**src/hw/rect_geom.hex**
```
// One rectangle per line as x, y, w, h packed 5 bits each (x in the top bits).
// Rectangle 0 of features 0 to 7 first, then rectangle 1, then rectangle 2.
00030C
010D54
021206
00A2C9
030992
01A844
040118
0295EF
00330C
060D54
022A06
00C6C8
031586
04B8C4
000118
0528A5
031986
038CB4
024206
0608C6
032D86
07B8C4
080118
000339

```
**src/hw/rect_weight.hex**
```
// One signed 3-bit weight per line, two's complement (7 is -1, 6 is -2).
// Rectangle 0 of features 0 to 7 first, then rectangle 1, then rectangle 2.
7
7
6
7
7
7
6
7
2
2
3
3
2
2
3
2
1
0
1
2
1
3
1
1

```
**src/hw/haar_pkg.sv**
```systemverilog
`default_nettype none

package haar_pkg;

   localparam int win_size = 25;
   localparam int int_side = win_size + 1;   // Integral image has one extra row and column.
   localparam int rect_num = 3;

   typedef logic [4:0] coord_t;

   // Layout of one line of rect_geom.hex.
   typedef struct packed {
      coord_t x;
      coord_t y;
      coord_t w;
      coord_t h;
   } geom_t;

   typedef logic [9:0] pix_addr_t;

   typedef logic signed [2:0] weight_t;

   typedef logic [1:0] eot_t;

   localparam eot_t eot_none = 2'b00;
   localparam eot_t eot_rect = 2'b01;   // Last corner of a rectangle.
   localparam eot_t eot_last = 2'b11;   // Last corner of the whole walk.

endpackage

`default_nettype wire

```
**src/hw/feature_sequencer.sv**
```systemverilog
`default_nettype none

module feature_sequencer #(
   parameter int feature_num = 8,
   localparam int idx_w = (feature_num > 1) ? $clog2(feature_num) : 1
) (
   input  logic                          clk,
   input  logic                          rst,
   input  logic                          start,
   input  logic                          feature_done,
   output logic                          busy,
   output logic                          feat_valid,
   input  logic [haar_pkg::rect_num-1:0] feat_ready,
   output logic [idx_w-1:0]              feat_index
);

   typedef enum logic [1:0] {
      st_idle,
      st_issue,
      st_wait
   } state_t;

   localparam logic [idx_w-1:0] last_index = idx_w'(feature_num - 1);

   state_t state;

   assign busy       = (state != st_idle);
   assign feat_valid = (state == st_issue);

   always_ff @(posedge clk) begin
      if (rst) begin
         state      <= st_idle;
         feat_index <= '0;
      end else begin
         case (state)
            st_idle: begin
               if (start) begin   // Start while busy never reaches here.
                  state      <= st_issue;
                  feat_index <= '0;
               end
            end
            st_issue: begin
               if (&feat_ready) begin   // Every unit takes the index together.
                  state <= st_wait;
               end
            end
            st_wait: begin
               if (feature_done) begin
                  if (feat_index == last_index) begin
                     state <= st_idle;
                  end else begin
                     state      <= st_issue;
                     feat_index <= feat_index + 1'b1;
                  end
               end
            end
            default: state <= st_idle;
         endcase
      end
   end

endmodule

`default_nettype wire

```
**src/hw/haar_feature_fetch.sv**
```systemverilog
`default_nettype none

module haar_feature_fetch #(
   parameter int feature_num = 8,
   localparam int idx_w = (feature_num > 1) ? $clog2(feature_num) : 1
) (
   input  logic                clk,
   input  logic                rst,
   input  logic                start,
   output logic                busy,

   output logic                addr_valid,
   input  logic                addr_ready,
   output haar_pkg::pix_addr_t addr_data,
   output haar_pkg::eot_t      addr_eot,

   output logic                weight_valid,
   input  logic                weight_ready,
   output haar_pkg::weight_t   weight
);

   import haar_pkg::*;

   logic                feat_valid;
   logic [idx_w-1:0]    feat_index;
   logic [rect_num-1:0] feat_ready;
   logic [rect_num-1:0] geom_ready;
   logic [rect_num-1:0] wrom_ready;
   logic                feature_done;

   logic [rect_num-1:0] corner_valid;
   logic [rect_num-1:0] corner_ready;
   pix_addr_t           corner_addr [rect_num];
   eot_t                corner_eot [rect_num];

   logic [rect_num-1:0] wt_valid;
   logic [rect_num-1:0] wt_ready;
   weight_t             wt_data [rect_num];

   feature_sequencer #(
      .feature_num (feature_num)
   ) u_seq (
      .clk          (clk),
      .rst          (rst),
      .start        (start),
      .feature_done (feature_done),
      .busy         (busy),
      .feat_valid   (feat_valid),
      .feat_ready   (feat_ready),
      .feat_index   (feat_index)
   );

   for (genvar r = 0; r < rect_num; r++) begin : g_rect
      rect_addr_gen #(
         .feature_num (feature_num),
         .rect_idx    (r)
      ) u_addr (
         .clk          (clk),
         .rst          (rst),
         .feat_valid   (feat_valid),
         .feat_ready   (geom_ready[r]),
         .feat_index   (feat_index),
         .corner_valid (corner_valid[r]),
         .corner_ready (corner_ready[r]),
         .corner_addr  (corner_addr[r]),
         .corner_eot   (corner_eot[r])
      );

      weight_rom #(
         .feature_num (feature_num),
         .rect_idx    (r)
      ) u_wt (
         .clk        (clk),
         .rst        (rst),
         .feat_valid (feat_valid),
         .feat_ready (wrom_ready[r]),
         .feat_index (feat_index),
         .wt_valid   (wt_valid[r]),
         .wt_ready   (wt_ready[r]),
         .wt_data    (wt_data[r])
      );

      assign feat_ready[r] = geom_ready[r] & wrom_ready[r];   // One answer per rectangle.
   end

   rects_mem u_drain (
      .clk          (clk),
      .rst          (rst),
      .corner_valid (corner_valid),
      .corner_ready (corner_ready),
      .corner_addr  (corner_addr),
      .corner_eot   (corner_eot),
      .wt_valid     (wt_valid),
      .wt_ready     (wt_ready),
      .wt_data      (wt_data),
      .addr_valid   (addr_valid),
      .addr_ready   (addr_ready),
      .addr_data    (addr_data),
      .addr_eot     (addr_eot),
      .weight_valid (weight_valid),
      .weight_ready (weight_ready),
      .weight       (weight),
      .feature_done (feature_done)
   );

endmodule

`default_nettype wire

```
**src/hw/rect_addr_gen.sv**
```systemverilog
`default_nettype none

module rect_addr_gen #(
   parameter int feature_num = 8,
   parameter int rect_idx    = 0,
   localparam int idx_w = (feature_num > 1) ? $clog2(feature_num) : 1
) (
   input  logic                clk,
   input  logic                rst,
   input  logic                feat_valid,
   output logic                feat_ready,
   input  logic [idx_w-1:0]    feat_index,
   output logic                corner_valid,
   input  logic                corner_ready,
   output haar_pkg::pix_addr_t corner_addr,
   output haar_pkg::eot_t      corner_eot
);

   import haar_pkg::*;

   localparam logic [idx_w-1:0] last_index = idx_w'(feature_num - 1);

   geom_t      file_img [rect_num * feature_num];
   geom_t      rom [feature_num];
   geom_t      geom;
   logic       last_feat;
   logic [1:0] corner;
   logic       accept;
   logic       fire;
   coord_t     row;
   coord_t     col;

   // The file is rectangle-major; keep only this rectangle's third.
   initial begin
      $readmemh("/design/src/hw/rect_geom.hex", file_img);
      for (int i = 0; i < feature_num; i++) begin
         rom[i] = file_img[rect_idx * feature_num + i];
      end
   end

   assign feat_ready = ~corner_valid;
   assign accept     = feat_valid & feat_ready;
   assign fire       = corner_valid & corner_ready;

   // Registered ROM read, so valid shows up one cycle after acceptance.
   always_ff @(posedge clk) begin
      if (accept) begin
         geom      <= rom[feat_index];
         last_feat <= (feat_index == last_index);
      end
   end

   always_ff @(posedge clk) begin
      if (rst) begin
         corner_valid <= 1'b0;
         corner       <= '0;
      end else if (accept) begin
         corner_valid <= 1'b1;
         corner       <= '0;
      end else if (fire) begin
         corner <= corner + 1'b1;   // Wraps back to 0 after corner 3.
         if (corner == 2'd3) begin
            corner_valid <= 1'b0;
         end
      end
   end

   // Corner order (x,y), (x+w,y), (x,y+h), (x+w,y+h).
   assign col = corner[0] ? coord_t'(geom.x + geom.w) : geom.x;
   assign row = corner[1] ? coord_t'(geom.y + geom.h) : geom.y;

   assign corner_addr = pix_addr_t'(row) * pix_addr_t'(int_side) + pix_addr_t'(col);

   always_comb begin
      if (corner != 2'd3) begin
         corner_eot = eot_none;
      end else if (last_feat && rect_idx == rect_num - 1) begin
         corner_eot = eot_last;
      end else begin
         corner_eot = eot_rect;
      end
   end

endmodule

`default_nettype wire

```
**src/hw/rects_mem.sv**
```systemverilog
`default_nettype none

module rects_mem (
   input  logic                          clk,
   input  logic                          rst,

   input  logic [haar_pkg::rect_num-1:0] corner_valid,
   output logic [haar_pkg::rect_num-1:0] corner_ready,
   input  haar_pkg::pix_addr_t           corner_addr [haar_pkg::rect_num],
   input  haar_pkg::eot_t                corner_eot [haar_pkg::rect_num],

   input  logic [haar_pkg::rect_num-1:0] wt_valid,
   output logic [haar_pkg::rect_num-1:0] wt_ready,
   input  haar_pkg::weight_t             wt_data [haar_pkg::rect_num],

   output logic                          addr_valid,
   input  logic                          addr_ready,
   output haar_pkg::pix_addr_t           addr_data,
   output haar_pkg::eot_t                addr_eot,

   output logic                          weight_valid,
   input  logic                          weight_ready,
   output haar_pkg::weight_t             weight,

   output logic                          feature_done
);

   import haar_pkg::*;

   localparam int ptr_w = $clog2(rect_num);
   localparam logic [ptr_w-1:0] last_rect = ptr_w'(rect_num - 1);

   logic [ptr_w-1:0] ptr;
   logic             corner_done;
   logic             wt_done;
   logic             corner_last;
   logic             wt_fire;
   logic             rect_complete;

   assign addr_valid   = corner_valid[ptr];
   assign addr_data    = corner_addr[ptr];
   assign addr_eot     = corner_eot[ptr];
   assign weight_valid = wt_valid[ptr];
   assign weight       = wt_data[ptr];

   // Only the selected unit sees the outside ready signals.
   always_comb begin
      corner_ready      = '0;
      wt_ready          = '0;
      corner_ready[ptr] = addr_ready;
      wt_ready[ptr]     = weight_ready;
   end

   assign corner_last = addr_valid & addr_ready & addr_eot[0];
   assign wt_fire     = weight_valid & weight_ready;

   // Both halves of the rectangle have gone, now or earlier.
   assign rect_complete = (corner_done | corner_last) & (wt_done | wt_fire);
   assign feature_done  = rect_complete & (ptr == last_rect);

   always_ff @(posedge clk) begin
      if (rst) begin
         ptr         <= '0;
         corner_done <= 1'b0;
         wt_done     <= 1'b0;
      end else if (rect_complete) begin
         ptr         <= (ptr == last_rect) ? '0 : ptr + 1'b1;
         corner_done <= 1'b0;
         wt_done     <= 1'b0;
      end else begin
         if (corner_last) begin
            corner_done <= 1'b1;
         end
         if (wt_fire) begin
            wt_done <= 1'b1;   // Weight went first, wait for the corners.
         end
      end
   end

endmodule

`default_nettype wire

```
**src/hw/weight_rom.sv**
```systemverilog
`default_nettype none

module weight_rom #(
   parameter int feature_num = 8,
   parameter int rect_idx    = 0,
   localparam int idx_w = (feature_num > 1) ? $clog2(feature_num) : 1
) (
   input  logic              clk,
   input  logic              rst,
   input  logic              feat_valid,
   output logic              feat_ready,
   input  logic [idx_w-1:0]  feat_index,
   output logic              wt_valid,
   input  logic              wt_ready,
   output haar_pkg::weight_t wt_data
);

   import haar_pkg::*;

   weight_t file_img [rect_num * feature_num];
   weight_t rom [feature_num];
   logic    accept;

   initial begin
      $readmemh("/design/src/hw/rect_weight.hex", file_img);
      for (int i = 0; i < feature_num; i++) begin
         rom[i] = file_img[rect_idx * feature_num + i];
      end
   end

   assign feat_ready = ~wt_valid;   // Output register must be empty.
   assign accept     = feat_valid & feat_ready;

   always_ff @(posedge clk) begin
      if (rst) begin
         wt_valid <= 1'b0;
      end else if (accept) begin
         wt_valid <= 1'b1;
      end else if (wt_ready) begin
         wt_valid <= 1'b0;
      end
   end

   always_ff @(posedge clk) begin
      if (accept) begin
         wt_data <= rom[feat_index];
      end
   end

endmodule

`default_nettype wire

```
**config.mk**
```make
export PLATFORM = sky130hd
export DESIGN_NAME = haar_feature_fetch
export DESIGN_NICKNAME = d
export VERILOG_FILES = /design/src/hw/haar_pkg.sv /design/src/hw/feature_sequencer.sv /design/src/hw/haar_feature_fetch.sv /design/src/hw/rect_addr_gen.sv /design/src/hw/rects_mem.sv /design/src/hw/weight_rom.sv
export SDC_FILE = /design/constraint.sdc
export NUM_CORES = 1
export LEC_CHECK = 0
export BUFFER_PORTS_ARGS = -buffer_cell sky130_fd_sc_hd__buf_4
export CAP_MARGIN = 30
export CORE_MARGIN = 5
export CORE_UTILIZATION = 42
export CTS_BUF_LIST = sky130_fd_sc_hd__clkbuf_8
export DETAILED_ROUTE_END_ITERATION = 8
export MAX_ROUTING_LAYER = met4
export PLACE_DENSITY = 0.63
export REMOVE_ABC_BUFFERS = 1
export SLEW_MARGIN = 20
export SYNTH_ARGS = -nofsm -noshare
export SYNTH_HDL_FRONTEND = slang
export SYNTH_SLANG_ARGS = --single-unit
```
**constraint.sdc**
```tcl
create_clock -name clk -period 4.2 [get_ports clk]
set_clock_uncertainty 0.2 [all_clocks]
set_input_delay 0.84 -clock clk [delete_from_list [all_inputs] [get_ports clk]]
set_output_delay 0.84 -clock clk [all_outputs]
set_load 0.01 [all_outputs]
```
==> flow_metrics.py <==
metrics = {
    "cts": {
        "clockBufferDepth": 2,
        "cts_tree": "done",
        "post-cts-setup-buffers": 0,
        "clock_sinks": 22,
        "cts_max_level": 1,
        "root_buffer": "clkbuf_8",
        "cts_hold_buf": 0,
        "cts_resized": 0,
        "numCtsBuffers": 3,
        "path_clk_slew_ns": 0.09,
        "clk_latency_ns": 0.27,
    },
    "die": {
        "rows": 19,
        "die_w_um": 64.1,
        "boundaryPins": 23,
        "fp.dieArea_um2": 4100,
        "fp.coreArea_um2": 2780,
        "dieHeight_um": 64.1,
        "initial_utilization_pct": 44.1,
    },
    "grt": {
        "grt_max_degree": 14,
        "antenna_found_initial": 0,
        "first_global_vias": 859,
        "overflow": 0,
        "grt_pass1_wl_mm": 4.12,
        "grt_util_all_layers_pct": 13.2,
    },
    "detailed_routing": {
        "first_pass_iters": 4,
        "wl_mm": 2.43,
        "drc": 0,
        "avgViaCountPerCell": 5.50,
        "drt_iter0_drc": 62,
        "drtAntennaViolNets": 0,
        "wl_per_cell_um": 14.3,
        "num_vias": 935,
    },
    "placement": {
        "placed_area_um2": 1260,
        "globalplace.congestion": 0.809,
        "portBuffers": 9,
        "dpl.hpwl_mm": 1.86,
    },
    "logic_synthesis": {
        "synthFlopType": "dfxtp_1",
        "async_reset_ff_share_pct": 0,
        "synth_area_um2": 1230,
        "yosysSeqAreaShare_pct": 36.7,
        "synth-seq-cells": 22,
        "avgSynthCellArea_um2": 9.37,
        "synth_cells": 131,
        "synth_cell_types": 43,
        "yosys_warnings": 0,
        "synth_edf_count": 1,
    },
    "worst_setup_path": {
        "cp.arrival_ns": 1.65,
        "worstSetupEndpointType": "output pin",
        "critPathKind": "flop to output pin",
        "crit_chain": "inv_1, or3_2, o21ai_0, buf_4",
        "critPathSlowestCell": "dfxtp_1",
        "cp-start-kind": "flop",
        "required_ns": 3.16,
        "max_stage_delay_ns": 0.53,
        "crit_fanout": 10,
    },
    "timing": {
        "maxSlewViolCount": 0,
        "worst-slew-pin-transition_ns": 0.532,
        "min_period_ns": 2.69,
        "slew_headroom_pct": 64.2,
        "hold_violations": 0,
        "tns_ns": 0,
        "rsz0062_at_grt": "no",
        "fmax_mhz": 372,
        "final-setup-viol-count": 0,
        "post-route-period-util_pct": 64.0,
    },
    "final_layout": {
        "post-route-util_pct": 47.8,
        "final_cell_area_um2": 1330,
        "final_nets": 150,
        "drive_gt1_share_pct": 17.3,
        "syn2layout_area_growth_pct": 8.26,
        "fillerInstances": 286,
        "n_antenna_cell": 0,
    },
    "power": {
        "powerDensity_nw_per_um2": 463,
        "p_total_w": 0.000616,
        "ir_worst_vdd_v": 0.000232,
        "power_leakage_nw": 0.559,
    },
    "status": {
        "status": "completed",
    },
    "job": {
        "max_cap_viol_count": 0,
    },
    "min_path": {
        "min_path_type": "flop to flop",
    },
}
-- cell usage in the layout (no fill, tap or decap), drive strengths merged, types with 3 or more instances in the layout --
cell    instances
a311oi          4
and3            3
buf             9
clkbuf          3
conb           13
dfxtp          21
ha              5
inv             5
mux2i           8
nand2           8
nor2           16
nor3            5
o21ai           6
o311ai          3
-- path summary, 6_finish.rpt --
kind | slack (ns) | depth (start not counted) | end | start
min reg2reg | 0.27 | 2 | u_seq.feat_index[1] | u_seq.feat_index[1]
max | 1.51 | 4 | addr_eot[0] | u_drain.ptr[0]
min | 0.27 | 2 | u_seq.feat_index[1] | u_seq.feat_index[1]
max reg2reg | 2.17 | 4 | u_seq.state[0] | u_drain.ptr[1]
-- logic make-up after synthesis --
logic type | Yosys count | share of synthesized area, %
xor+xnor | 3 | 2.14
compound gates | 23 | 15.6
fa+ha+maj | 5 | 5.10
buf+inv | 22 | 11.4
flops | 22 | 36.7
other cells | 1 | 0.306
mux | 9 | 7.75
simple gates | 46 | 21.0
-- routing by layer --
metal | routed length (um) | vias up | global-route usage (%)
li1 | - | 461 | -
met1 | 1130 | 449 | 17.1
met2 | 1130 | 20 | 19.7
met3 | 118 | 5 | 2.45
met4 | 50 | 0 | 6.23
met5 | 0 | - | -
-- cell type report --
cell class	count	area, um2	share of cell area [%]
Multi-Input combinational cell	99	682	51.3
Sequential cell	22	450	33.9
Timing Repair Buffer	9	67.6	5.08
Clock buffer	3	41.3	3.11
Tap cell	31	38.8	2.92
Clock inverter	1	30.0	2.26
Inverter	5	18.8	1.41
-- worst max-delay path, delay by kind of cell (launching register included) --
| kind | cells | cell delay, ns |
|---|---|---|
| buffers and inverters | 2 | 0.30 |
| AO/OA/AOI/OAI | 1 | 0.08 |
| flip-flops | 1 | 0.53 |
| AND/OR/NAND/NOR | 1 | 0.48 |
-- state kept, by name, summed over array words and instances, names as in the netlist --
signal and cells:
g_rect.u_wt.wt_valid 3, u_drain.ptr 2, g_rect.u_addr.corner_valid 3, g_rect.u_addr.last_feat 1, u_seq.feat_index 3, g_rect.u_addr.corner 6
u_drain.corner_done 1, u_drain.wt_done 1, u_seq.state 2
-- where the power goes --
| group | leakage, nW | switching (W) | internal (W) |
|---|---|---|---|
| sequential | 0.181 | 0.0000325 | 0.000238 |
| combinational | 0.343 | 0.0000836 | 0.0000619 |
| clock | 0.0357 | 0.0000718 | 0.000127 |
| total | 0.559 | 0.000188 | 0.000428 |
-- synthesized netlist by cell type (3+ instances only) --
cell type | number | area share, %
a311oi_1 | 3 | 2.1
buf_4 | 13 | 8.0
dfxtp_1 | 21 | 34
ha_1 | 5 | 5.1
inv_1 | 5 | 1.5
mux2i_1 | 8 | 6.5
nand2_1 | 8 | 2.4
nor2_1 | 16 | 4.9
nor3_1 | 4 | 1.6
o21ai_0 | 6 | 2.4
o311ai_0 | 3 | 2.1
-- stage by stage --
step           hold slack [ns]  cells  setup WS [ns]
2_1_floorplan            0.238    126           1.96
3_3_place_gp             0.253    166           1.83
3_5_place_dp             0.255    166           1.81
4_1_cts                  0.268    170           1.51
5_1_grt                  0.315    170           1.38
6_report                 0.268    170           1.51
No activity file was read; power rests on OpenSTA's default activity.
